## src/dvbs2_mode_pkg.sv

```systemverilog
package dvbs2_mode_pkg;

	//////////////////////////////////////////////////////////////////////
	// mode configuration and frame length types
	//////////////////////////////////////////////////////////////////////

	// one mode word as set by the host
	typedef struct packed {
		// 1 = short frame (16200 bits), 0 = normal
		logic       frame_short;
		// ldpc code rate index
		logic [3:0] ldpc_rate;
		logic       pilot_on;
		// 0 qpsk, 1 8psk, 2 16apsk, 3 32apsk
		logic [1:0] mod_order;
	} mode_cfg_t;

	// lengths derived from one mode word
	typedef struct packed {
		// bch data field in bytes
		logic [12:0] kbch_bytes;
		// transport stream bytes carried per frame
		logic [12:0] ts_bytes;
		// physical layer frame length in symbols
		logic [15:0] pl_len;
	} frame_len_t;

	// position inside the pl frame
	typedef logic [15:0] phase_t;

	//////////////////////////////////////////////////////////////////////
	// length tables
	//////////////////////////////////////////////////////////////////////

	// length held by the sequencer until the first reload
	localparam logic [15:0] pl_len_reset = 16'd9990;

	// bbheader plus crc space taken off kbch for the ts payload
	localparam logic [12:0] ts_overhead_bytes = 13'd10;

	// number of listed rates per frame size
	localparam logic [3:0] kbch_long_rates  = 4'd11;
	localparam logic [3:0] kbch_short_rates = 4'd10;

	// normal frame rates 1/4 up to 9/10
	localparam logic [12:0] kbch_long_table [0:10] = '{
		13'd2001, 13'd2676, 13'd3216, 13'd4026,
		13'd4836, 13'd5380, 13'd6051, 13'd6456,
		13'd6730, 13'd7184, 13'd7274
	};

	// short frame has no 9/10 rate
	localparam logic [12:0] kbch_short_table [0:9] = '{
		13'd384,  13'd654,  13'd789,  13'd879,
		13'd1194, 13'd1329, 13'd1464, 13'd1554,
		13'd1644, 13'd1779
	};

	// index is {frame_short, pilot_on, mod_order}
	localparam logic [15:0] pl_len_table [0:15] = '{
		// normal frame without pilots
		16'd32490, 16'd21690, 16'd16290, 16'd13050,
		// normal frame with pilots
		16'd33282, 16'd22194, 16'd16686, 16'd13338,
		// short frame without pilots
		16'd8190,  16'd5490,  16'd4140,  16'd3330,
		// short frame with pilots
		16'd8370,  16'd5598,  16'd4212,  16'd3402
	};

endpackage

```

## src/ts_stream_pkg.sv

```systemverilog
package ts_stream_pkg;

	//////////////////////////////////////////////////////////////////////
	// mpeg transport stream constants and beat
	//////////////////////////////////////////////////////////////////////

	// byte position inside one packet
	typedef logic [7:0] ts_pos_t;

	localparam ts_pos_t ts_packet_bytes = 8'd188;

	// first byte of every packet
	localparam logic [7:0] ts_sync_byte = 8'h47;

	// one byte on the stream
	typedef struct packed {
		logic [7:0] data;
		// byte valid
		logic       syn;
		// first byte of packet
		logic       head;
	} ts_beat_t;

endpackage

```

## src/dvbs2_frame_timing_top.sv

```systemverilog
`timescale 1ns/10ps

module dvbs2_frame_timing_top (
	input  logic                      sys_clk,
	input  logic                      glb_rst_n,
	// symbol rate strobe
	input  logic                      sym_en,
	// ts byte rate strobe
	input  logic                      ts_byte_en,
	input  dvbs2_mode_pkg::mode_cfg_t mode_cfg,
	output logic                      frame_start,
	output logic                      bb_frame_vld,
	output logic                      ts_rd_vld,
	output ts_stream_pkg::ts_beat_t   ts_beat
);

	//////////////////////////////////////////////////////////////////////
	// frame timing path
	//////////////////////////////////////////////////////////////////////

	// registered lengths of the current mode
	dvbs2_mode_pkg::frame_len_t frame_len;

	frame_len_lut u_frame_len_lut (
		.sys_clk   (sys_clk),
		.glb_rst_n (glb_rst_n),
		.mode_cfg  (mode_cfg),
		.frame_len (frame_len)
	);

	frame_sequencer u_frame_sequencer (
		.sys_clk      (sys_clk),
		.glb_rst_n    (glb_rst_n),
		.sym_en       (sym_en),
		.frame_len    (frame_len),
		.frame_start  (frame_start),
		.bb_frame_vld (bb_frame_vld),
		.ts_rd_vld    (ts_rd_vld)
	);

	//////////////////////////////////////////////////////////////////////
	// stream source independent of the frame timing
	//////////////////////////////////////////////////////////////////////

	ts_packet_source u_ts_packet_source (
		.sys_clk    (sys_clk),
		.glb_rst_n  (glb_rst_n),
		.ts_byte_en (ts_byte_en),
		.ts_beat    (ts_beat)
	);

endmodule

```

## src/frame_len_lut.sv

```systemverilog
`timescale 1ns/10ps

module frame_len_lut (
	input  logic                     sys_clk,
	input  logic                     glb_rst_n,
	input  dvbs2_mode_pkg::mode_cfg_t  mode_cfg,
	output dvbs2_mode_pkg::frame_len_t frame_len
);

	//////////////////////////////////////////////////////////////////////
	// kbch selection
	//////////////////////////////////////////////////////////////////////

	// rate is inside the table of the chosen frame size
	logic        rate_listed;
	logic [12:0] kbch_sel;
	logic [12:0] ts_sel;
	// pl table index
	logic [3:0]  pl_idx;
	logic [15:0] pl_sel;

	always_comb begin
		rate_listed = 1'b0;
		kbch_sel    = 13'd0;
		if (mode_cfg.frame_short) begin
			// short frame has ten rates
			if (mode_cfg.ldpc_rate < dvbs2_mode_pkg::kbch_short_rates) begin
				rate_listed = 1'b1;
				kbch_sel    = dvbs2_mode_pkg::kbch_short_table[mode_cfg.ldpc_rate];
			end
		end
		else begin
			// normal frame has eleven
			if (mode_cfg.ldpc_rate < dvbs2_mode_pkg::kbch_long_rates) begin
				rate_listed = 1'b1;
				kbch_sel    = dvbs2_mode_pkg::kbch_long_table[mode_cfg.ldpc_rate];
			end
		end
	end

	// ts payload is kbch less header and crc
	always_comb begin
		if (rate_listed) begin
			ts_sel = kbch_sel - dvbs2_mode_pkg::ts_overhead_bytes;
		end
		else begin
			ts_sel = 13'd0;
		end
	end

	//////////////////////////////////////////////////////////////////////
	// pl frame length
	//////////////////////////////////////////////////////////////////////

	// all sixteen combinations are listed
	assign pl_idx = {mode_cfg.frame_short, mode_cfg.pilot_on, mode_cfg.mod_order};
	assign pl_sel = dvbs2_mode_pkg::pl_len_table[pl_idx];

	//////////////////////////////////////////////////////////////////////
	// output register
	//////////////////////////////////////////////////////////////////////

	// lengths follow the mode one clock later
	always_ff @(posedge sys_clk or negedge glb_rst_n) begin
		if (!glb_rst_n) begin
			frame_len.kbch_bytes <= 13'd0;
			frame_len.ts_bytes   <= 13'd0;
			frame_len.pl_len     <= 16'd0;
		end
		else begin
			// unlisted rates leave both windows closed
			frame_len.kbch_bytes <= kbch_sel;
			frame_len.ts_bytes   <= ts_sel;
			frame_len.pl_len     <= pl_sel;
		end
	end

endmodule

```

## src/frame_sequencer.sv

```systemverilog
`timescale 1ns/10ps

module frame_sequencer (
	input  logic                       sys_clk,
	input  logic                       glb_rst_n,
	input  logic                       sym_en,
	input  dvbs2_mode_pkg::frame_len_t frame_len,
	output logic                       frame_start,
	output logic                       bb_frame_vld,
	output logic                       ts_rd_vld
);

	//////////////////////////////////////////////////////////////////////
	// frame phase accumulator
	//////////////////////////////////////////////////////////////////////

	dvbs2_mode_pkg::phase_t phase;
	// phase after this strobe
	dvbs2_mode_pkg::phase_t phase_inc;
	// length of the frame now running
	logic [15:0] pl_len_held;
	// next phase reaches the end of frame
	logic        wrap;

	assign phase_inc = phase + 16'd1;
	assign wrap      = (phase_inc >= pl_len_held);

	always_ff @(posedge sys_clk or negedge glb_rst_n) begin
		if (!glb_rst_n) begin
			phase       <= 16'd0;
			pl_len_held <= dvbs2_mode_pkg::pl_len_reset;
			frame_start <= 1'b0;
		end
		else begin
			// single clock pulse
			frame_start <= 1'b0;
			if (sym_en) begin
				if (wrap) begin
					// keep the excess so the phase never drifts
					phase       <= phase_inc - pl_len_held;
					// new mode only takes effect at the boundary
					pl_len_held <= frame_len.pl_len;
					frame_start <= 1'b1;
				end
				else begin
					phase <= phase_inc;
				end
			end
		end
	end

	//////////////////////////////////////////////////////////////////////
	// windows
	//////////////////////////////////////////////////////////////////////

	// lengths widened to phase width
	logic [15:0] kbch_end;
	logic [15:0] ts_end;
	logic        phase_nz;

	assign kbch_end = {3'b000, frame_len.kbch_bytes};
	assign ts_end   = {3'b000, frame_len.ts_bytes};
	// phase zero is the gap after wrap
	assign phase_nz = (phase != 16'd0);

	// bbscrambler window covers phase 1..kbch
	always_ff @(posedge sys_clk or negedge glb_rst_n) begin
		if (!glb_rst_n) begin
			bb_frame_vld <= 1'b0;
		end
		else begin
			bb_frame_vld <= phase_nz && (phase <= kbch_end);
		end
	end

	// ts read window covers phase 1..ts bytes
	always_ff @(posedge sys_clk or negedge glb_rst_n) begin
		if (!glb_rst_n) begin
			ts_rd_vld <= 1'b0;
		end
		else begin
			ts_rd_vld <= phase_nz && (phase <= ts_end);
		end
	end

endmodule

```

## src/ts_packet_source.sv

```systemverilog
`timescale 1ns/10ps

module ts_packet_source (
	input  logic                     sys_clk,
	input  logic                     glb_rst_n,
	input  logic                     ts_byte_en,
	output ts_stream_pkg::ts_beat_t  ts_beat
);

	//////////////////////////////////////////////////////////////////////
	// packet position counter
	//////////////////////////////////////////////////////////////////////

	ts_stream_pkg::ts_pos_t pos;
	logic                   pos_first;
	logic                   pos_last;

	assign pos_first = (pos == 8'd0);
	assign pos_last  = (pos == ts_stream_pkg::ts_packet_bytes - 8'd1);

	// wraps modulo 188 on each byte strobe
	always_ff @(posedge sys_clk or negedge glb_rst_n) begin
		if (!glb_rst_n) begin
			pos <= 8'd0;
		end
		else if (ts_byte_en) begin
			if (pos_last) begin
				pos <= 8'd0;
			end
			else begin
				pos <= pos + 8'd1;
			end
		end
	end

	//////////////////////////////////////////////////////////////////////
	// beat flags and data
	//////////////////////////////////////////////////////////////////////

	logic       beat_syn;
	logic       beat_head;
	logic [7:0] beat_data;

	// flags follow the strobe by one clock
	always_ff @(posedge sys_clk or negedge glb_rst_n) begin
		if (!glb_rst_n) begin
			beat_syn  <= 1'b0;
			beat_head <= 1'b0;
		end
		else begin
			beat_syn  <= ts_byte_en;
			beat_head <= ts_byte_en && pos_first;
		end
	end

	// sync byte opens the packet, rest carry their position
	always_ff @(posedge sys_clk) begin
		if (ts_byte_en) begin
			beat_data <= pos_first ? ts_stream_pkg::ts_sync_byte : pos;
		end
	end

	assign ts_beat.data = beat_data;
	assign ts_beat.syn  = beat_syn;
	assign ts_beat.head = beat_head;

endmodule

```

## config.mk

```make
export PLATFORM = sky130hd
export DESIGN_NAME = dvbs2_frame_timing_top
export DESIGN_NICKNAME = d
export VERILOG_FILES = /design/src/dvbs2_mode_pkg.sv /design/src/ts_stream_pkg.sv /design/src/dvbs2_frame_timing_top.sv /design/src/frame_len_lut.sv /design/src/frame_sequencer.sv /design/src/ts_packet_source.sv
export SDC_FILE = /design/constraint.sdc
export NUM_CORES = 1
export LEC_CHECK = 0
export BUFFER_PORTS_ARGS = -buffer_cell sky130_fd_sc_hd__buf_2
export CAP_MARGIN = 20
export CORE_MARGIN = 2
export CORE_UTILIZATION = 45
export DETAILED_ROUTE_END_ITERATION = 7
export HOLD_SLACK_MARGIN = 0.12
export PLACE_DENSITY_LB_ADDON = 0.05
export SETUP_SLACK_MARGIN = 0.1
export SKIP_LAST_GASP = 1
export SYNTH_ARGS = -nofsm -noshare
export SYNTH_HDL_FRONTEND = slang
export SYNTH_SLANG_ARGS = --single-unit
```

## constraint.sdc

```tcl
create_clock -name sys_clk -period 7.03 [get_ports sys_clk]
set_input_delay 1.406 -clock sys_clk [delete_from_list [all_inputs] [get_ports sys_clk]]
set_output_delay 1.406 -clock sys_clk [all_outputs]
set_load 0.01 [all_outputs]
```

After elaboration in Yosys (flattened, before gate mapping)
Memories as Yosys holds them, arrays and structs flattened. A register that Yosys moved wholly into a read port is not among the register bits. Index checks and enable logic that the tools add are counted.

Register bits after elaboration: 79. Bits in latches: 0. Memory bits (writable): 0. ROM bits: 672. Output and inout bits: 13. Logic and storage cells: 49. Memories: 3.

$add $sub $neg: 4. Multiply operators: 0. Divide/modulo/power cells: 0. Magnitude comparators: 6. Equality and inequality tests: 1. Shifts and indexed selects: 0. Muxes and demuxes: 15. Bitwise logic cells: 2. Reduce and logical (&&, ||, !) cells: 7.

Memory list: (name not given) (depth 16, bits a word 16, read ports 1, clocked after Yosys merged registers in 1, write ports 0, RTL line frame_len_lut.sv:57) `assign pl_sel = dvbs2_mode_pkg::pl_len_table[pl_idx];`; (name not given) (depth 16, bits a word 13, read ports 1, clocked after Yosys merged registers in 0, write ports 0, RTL line frame_len_lut.sv:29) `kbch_sel = dvbs2_mode_pkg::kbch_short_table[mode_cfg.ldpc_rate];`; (name not given) (depth 16, bits a word 13, read ports 1, clocked after Yosys merged registers in 0, write ports 0, RTL line frame_len_lut.sv:36) `kbch_sel = dvbs2_mode_pkg::kbch_long_table[mode_cfg.ldpc_rate];`.

Operator list (number): two-way mux 13 bit (8); less-or-equal comparator 16 x 13 -> 1 bit (2); adder 16 x 1 -> 16 bit, second input constant (1); greater-or-equal comparator 16 bit (1); two-way mux 16 bit (1); nonzero test 16 bit (1); subtractor 16 bit (1); subtractor 13 x 4 -> 13 bit, second input constant (1); NOT 4 -> 5 bit (2); adder 8 x 1 -> 8 bit, second input constant (1); equality test 8 bit, second input constant (1); logical NOT 8 bit (1); less-than comparator 4 bit, second input constant (2); two-way mux 8 bit (1); greater-or-equal comparator 5 bit, second input constant (1); two-way mux 1 bit (5); logical AND 1 bit (3); AND reduction 2 bit (1); logical NOT 1 bit (1).

Logic depth before layout (Yosys ltp)
Depth in word-level cells: 8. Mapped depth: 16. Mapped depth without buffers: 13.

Cells and area by module
From an unflattened synthesis, not the netlist that was laid out.

Cell total of the unflattened synthesis: 734. Area total of the unflattened synthesis: 6592.6 µm².

By module, submodules not included: frame_sequencer (times used 1, cells each 420, area an instance 3392.0 µm², sequential area each 883.3 µm²); frame_len_lut (times used 1, cells each 239, area an instance 2351.0 µm², sequential area each 1026.0 µm²); ts_packet_source (times used 1, cells each 75, area an instance 849.6 µm², sequential area each 490.5 µm²).

Worst setup path before layout
No wires, ideal clock.

Path type: input port to flip-flop. From: input port mode_cfg[4] in the netlist's numbering. To: register, netlist name u_frame_len_lut.frame_len[27]. Library setup time: 0.119 ns. Data arrival time: 3.491 ns. Required time: 6.911 ns. Path slack: 3.420 ns. Stages on the path: 12. Cell sequence: buf_2 inv_1 ha_1 or3b_2 a21oi_1 o31a_1 inv_1 ha_1 o2111ai_1 nor3_2 mux2i_1 nand2_1.

Cells in the longest elaborated chain, start to end: 8. Elaborated cells between the ends (all ways): 17. Those cells by class: add/sub: 1; order compare: 2; mux: 11; bitwise: 1; memory: 2.

Ends and longest elaborated chain: from (decl) (RTL line dvbs2_frame_timing_top.sv:10) `input dvbs2_mode_pkg::mode_cfg_t mode_cfg,`; NOT 4 -> 5 bit (not written as such) (RTL line frame_len_lut.sv:29, frame_len_lut.sv:36); memory read (16 x 13 bit), on equally long branches; two-way mux 13 bit, on equally long branches (2 in a row) (RTL line frame_len_lut.sv:36, frame_len_lut.sv:29); two-way mux 13 bit, on equally long branches (RTL line frame_len_lut.sv:34, frame_len_lut.sv:27); two-way mux 13 bit (*) (RTL line frame_len_lut.sv:25) `if (mode_cfg.frame_short) begin`; net u_frame_len_lut.kbch_sel[1] (RTL line frame_len_lut.sv:16) `logic [12:0] kbch_sel;`; subtractor 13 x 4 -> 13 bit (*) (RTL line frame_len_lut.sv:44) `ts_sel = kbch_sel - dvbs2_mode_pkg::ts_overhead_bytes;`; two-way mux 13 bit (*) (RTL line frame_len_lut.sv:43) `if (rate_listed) begin`; net u_frame_len_lut.ts_sel[11] (RTL line frame_len_lut.sv:17) `logic [12:0] ts_sel;`.

The timed path passes the listed nets; every way through them passes the cells marked *. The select of a mux whose other input is x is not followed. A chain may end at the register's enable or synchronous reset.

Worst setup path in the final report
From: register u_frame_sequencer.phase[2]. To: register u_frame_sequencer.phase[2].

Cells in the longest elaborated chain, start to end: 3. Elaborated cells between the ends (all ways): 4. Those cells by class: add/sub: 2; order compare: 1; mux: 1.

Ends and longest elaborated chain: from (decl) (RTL line frame_sequencer.sv:17) `dvbs2_mode_pkg::phase_t phase;`; from (signal assigned) (RTL line frame_sequencer.sv:40) `phase <= phase_inc - pl_len_held;`; from (signal assigned) (RTL line frame_sequencer.sv:46) `phase <= phase_inc;`; adder 16 x 1 -> 16 bit (*) (RTL line frame_sequencer.sv:25) `assign phase_inc = phase + 16'd1;`; subtractor 16 bit or greater-or-equal comparator 16 bit (tied branches) (RTL line frame_sequencer.sv:40, frame_sequencer.sv:26); two-way mux 16 bit (*) (RTL line frame_sequencer.sv:38) `if (wrap) begin`.

Mark *: on every way between the ends. The rest lies on a longest branch, timed or not.

==> results.md <==
- Measured along the y axis, the die boundary spans ~120 µm.
- The launch point of the worst reg-to-reg path is u_frame_sequencer.phase[2].
- The library cell appearing most often on the critical path is sky130_fd_sc_hd__nand3_1.
- After synthesis, the largest family of logic cells by area is simple AND/OR/NAND/NOR gates.
- The number of global-route vias before repair is 4620.
- Setup repair after global routing left no endpoint under its margin.
- Entering global routing, the biggest net connects 74 pins.
- The cell at the root of the clock tree is sky130_fd_sc_hd__clkbuf_16.
- The fraction of the cycle the final worst path needs is between 50% and 60%.
- The count of nets left with antenna violations after detail routing is 0.
- After floorplanning, the core was sized to cover roughly 0.014 mm².
- Summing the areas of all and, or, nand and nor instances in the mapped netlist gives between 15 and 20% of the synthesized area.
- The post-route setup TNS is 0 ps.
- The flop and latch count out of synthesis is 93.
- The share of the synthesized area in the top cell type is 31.30%.
- The tool flagged a number of max-cap violations equal to 0.
- The standard cell area after detailed placement is roughly 0.0065 mm².
- During synthesis, Yosys emitted a total of 0 warnings.
- Hold is met by ~460 ps.
- The hold violation total from the final report is 0.
- The async set or reset register ratio after synthesis is approximately nine tenths.
- After legalization and detailed placement, the total HPWL measured 10.41 mm.
- The number of inserted filler cells in the final layout is 1339.
- The critical path goes through nand3_1, nor4_1, nand3_1, xnor2_1, ha_1, nand2_1, o21ai_0, o21ai_1, a21oi_2, nand2b_1, a21oi_1, o22a_1.
- The endpoint identified for the worst register-to-register timing path is u_frame_sequencer.phase[2].
- In this run the post-CTS setup repair buffer count came out at 0.
- The final number of setup-violating endpoints is 0.
- The worst setup path is launched from a flop.
- The area growth from synthesis to final layout is 7.429%.
- Among all flip-flop cells after synthesis, the most frequent one is sky130_fd_sc_hd__dfrtp_1.
- The total number of vias is ~4800.
- The placer congestion estimate is roughly 0.9.
- At the later pin of the worst-skew pair, clock insertion delay measures 350 ps.
- Along the worst path, the maximum fanout reaches 15.
- The number of enable-type register cells in the synthesized netlist is 8.
- The worst reg-to-reg path cell count is 12.
- In the final design database the tool counted 770 nets.
- STA classifies the critical path endpoint as a flop.
- In this run, the number of DRC markers left after iteration 0 of detailed routing was between 300 and 400.
- The global-route wire length before repair is 23.43 mm.
- Clock-pin slew was measured on the worst setup and hold paths at ~70 ps.
- The initial antenna violation count was 0.
- The worst slew margin relative to its limit is roughly 42%.
- The count of hold buffers inserted by post-cts repair is 0.
- After detailed routing, the number of remaining DRC violations is 0.
- The count of final max-slew check failures was 0.
- The slew of the pin with the lowest slew margin is approximately 880 ps.
- Measured along the x axis, the die boundary spans 122.5 µm.
- For this design the static power due to leakage is 0.003066 µW.
- The kind of cell with the highest combined delay along the critical path is simple AND/OR/NAND/NOR gates.
- For this run, the slowest stage of the critical path takes ~750 ps.
- The number of instances in the synthesized netlist is slightly below 700.
- The adder and majority gate portion of the synthesized area is 12.60%.
- The filler-free cell count of the finished design is between 800 and 900.
- The final global-route overflow total is 0.
- The number of sinks driven by the clock tree is between 90 and 100.
- Summing the areas of all compound-gate instances in the mapped netlist gives around 16% of the synthesized area.
- The cell with the largest stage delay on the worst path is sky130_fd_sc_hd__nor4_1.
- The number of buffers on the longest clock path is 2.
- Data on the critical path arrives at its endpoint at approximately 4400 ps.
- The synthesized design spends more area on one cell type than any other, namely sky130_fd_sc_hd__dfrtp_1.
- 25 I/O pins were placed.
- The total global routing track utilization is 19.83%.
- The mapped netlist covers 0.006316 mm².
- The flow ran to the end, and the final reports show no timing, DRC or antenna violations.
- The fraction of layout cells with a size suffix above 1 is approximately 10%.
- The CTS H-tree depth is 3.
- The clock period could shrink to slightly above 4000 ps.
- The count of cell types in the netlist is roughly 80.
- The number of cells on the critical path is 12.
- Dividing total power by cell area gives a power density of around 440 mW/mm².
- The net count after synthesis is between 700 and 800.
- The portion of the post-synthesis area used by sequential elements is roughly 38%.
- At the worst endpoint, the required time is just over 7000 ps.
- Timing would allow up to around 240 MHz.
- The synthesized netlist devotes under 10% of its cell area to XOR and XNOR gates.
- The maximum clock skew at final layout is 8.128 ps.
- The finished cells cover between 0.006 and 0.007 mm².
- After detailed routing, the number of vias per cell comes to about 5.5.
- The starting density of the core is approximately 46%.
- Across the VDD grid, the largest voltage drop is 0.1604 mV.
- The repair_antennas step left the layout with diodes totalling 0.
- Yosys attributes the largest share of cell area to sky130_fd_sc_hd__dfrtp_1 31%, sky130_fd_sc_hd__ha_1 12%, sky130_fd_sc_hd__xnor2_1 3.9%.
- The critical path launch point is u_frame_sequencer.phase[2].
- For this block, the routed nets add up to about 14 mm of wire.
- The final cell utilization of the core is 49.26%.
- The number of buffer and inverter stages on the critical path is 0.
- The end point of the critical path is u_frame_sequencer.phase[2].
- The number of core rows is 43.
- The average cell area after synthesis is ~9.1 µm².
- The path type of the worst min-delay path is reg2reg.
- The worst setup path is of the reg2reg kind.
- Gates resized during post-CTS repair numbered 0.
- The CTS tree is done.
- The cell total after placement is 863.
- Measured against the total synthesized area, the mux share comes to 4.853%.
- Port buffering added 24 buffers.
- The die covers 0.01500 mm².
- The number of clock buffers added by TritonCTS is 9.
- After detailed routing, the average wire length per cell comes to between 15 and 20 µm.
- The internal reg-to-reg setup slack is about 2900 ps.
- The count of TritonRoute iterations in the first routing pass is 8.
[synthesized netlist by cell type (all sizes together) (2+ instances only)]
cell type,instances
mux2i,10
a21oi,40
a2111oi,2
ha,62
nor2b,9
nand3b,2
o211ai,2
clkbuf,15
a211o,2
inv,67
a31oi,17
mux2,18
nand2b,13
and2,4
nor4b,2
a211oi,4
xnor2,28
a221o,3
o32ai,2
or3,2
o31a,4
o21a,14
nor3,15
buf,18
nand4,8
dfstp,6
or4,2
o2111ai,3
nand2,57
nor2,61
o31ai,3
o21bai,3
xor2,12
clkinv,3
and3,8
dfrtp,79
edfxtp,8
nor4,4
a21o,4
o22a,2
o21ai,33
nand3,20
[registers in the layout (all words and copies together) (netlist names)]
register                        flops
u_frame_sequencer.bb_frame_vld      1
u_frame_len_lut.frame_len          41
u_ts_packet_source.beat_head        1
u_ts_packet_source.beat_syn         1
u_frame_sequencer.frame_start       1
u_frame_sequencer.pl_len_held      15
u_ts_packet_source.beat_data        8
u_frame_sequencer.phase            16
u_frame_sequencer.ts_rd_vld         1
u_ts_packet_source.pos              8
[cell usage in the layout, fill, tap and decap left out, drive strengths merged, types with 3 or more instances in the layout]
master   count
nand3       20
and3         8
ha          62
xor2        12
nand2       57
a21o         4
o2111ai      3
o31a         4
clkinv       4
and2         4
xnor2       28
clkbuf      11
buf         26
dfrtp       79
nand2b      13
a31oi       17
mux2        18
nor3        15
mux2i       10
nor4         4
edfxtp       8
nor2        61
nand4        8
dfstp        6
o31ai        3
a21oi       40
o21a        14
o21ai       33
a221o        3
inv         69
o21bai       3
nor2b        9
a211oi       4
[routing by layer]
layer,routed length (µm),share of wire (%),global-route usage [%],vias to the layer above
met4,274,2.0,6.322,0
met2,6218,45,30.73,115
met3,548,3.9,3.857,20
li1,-,-,-,2396
met5,0,0,0,-
met1,6872,49,27.95,2311
[worst reg2reg max path, cell delays in order (launching register included)]
cell	delay, ps
sky130_fd_sc_hd__dfrtp_1	490
sky130_fd_sc_hd__nand3_1	230
sky130_fd_sc_hd__nor4_1	750
sky130_fd_sc_hd__nand3_1	180
sky130_fd_sc_hd__xnor2_1	200
sky130_fd_sc_hd__ha_1	400
sky130_fd_sc_hd__nand2_1	80
sky130_fd_sc_hd__o21ai_0	290
sky130_fd_sc_hd__o21ai_1	130
sky130_fd_sc_hd__a21oi_2	240
sky130_fd_sc_hd__nand2b_1	610
sky130_fd_sc_hd__a21oi_1	200
sky130_fd_sc_hd__o22a_1	240
[area by class of cell]
| class | instances | area (µm²) | area share, % |
|---|---|---|---|
| clock inverter | 5 | 35.03 | 0.5163 |
| clock buffer | 11 | 232.7 | 3.430 |
| tap | 180 | 225.2 | 3.319 |
| timing repair buffer | 26 | 137.6 | 2.028 |
| multi-input combinational | 495 | 3517 | 51.83 |
| sequential | 93 | 2375 | 35.00 |
| inverter | 70 | 262.8 | 3.872 |
[where the power goes]
group	switching (µW)	internal [µW]
Clock	203	241
Sequential	170	711
Combinational	939	715
Total	1310	1670
[per-stage QoR]
step                      worst slack [ps]  power (µW)
after floorplan                       3420        2143
after CTS                             2477        2971
final                                 2872        2979
after global placement                2642        2480
after detailed placement              2496        2516
after global routing                  2489        3255
[worst min path at each step]
| stage | endpoint | depth (start not counted) | slack (ps) | startpoint |
|---|---|---|---|---|
| after floorplan | u_frame_sequencer.pl_len_held[11] | 1 | 440 | u_frame_len_lut.frame_len[11] |
| after global placement | u_frame_sequencer.pl_len_held[11] | 1 | 450 | u_frame_len_lut.frame_len[11] |
| after detailed placement | u_frame_sequencer.pl_len_held[14] | 1 | 460 | u_frame_len_lut.frame_len[14] |
| after CTS | u_frame_sequencer.pl_len_held[14] | 1 | 470 | u_frame_len_lut.frame_len[14] |
| after global routing | u_frame_sequencer.pl_len_held[4] | 1 | 500 | u_frame_len_lut.frame_len[4] |
| final | u_frame_sequencer.pl_len_held[14] | 1 | 460 | u_frame_len_lut.frame_len[14] |
[cell families after synthesis]
kind of cell	count (synthesis)
adders and majority gates	63
AOI/OAI and AO/OA	150
xor gates and xnor gates	40
muxes	28
DFF	93
buffers and inverters	103
and+or+nand+nor	214
No activity file was read; power rests on OpenSTA's default activity.
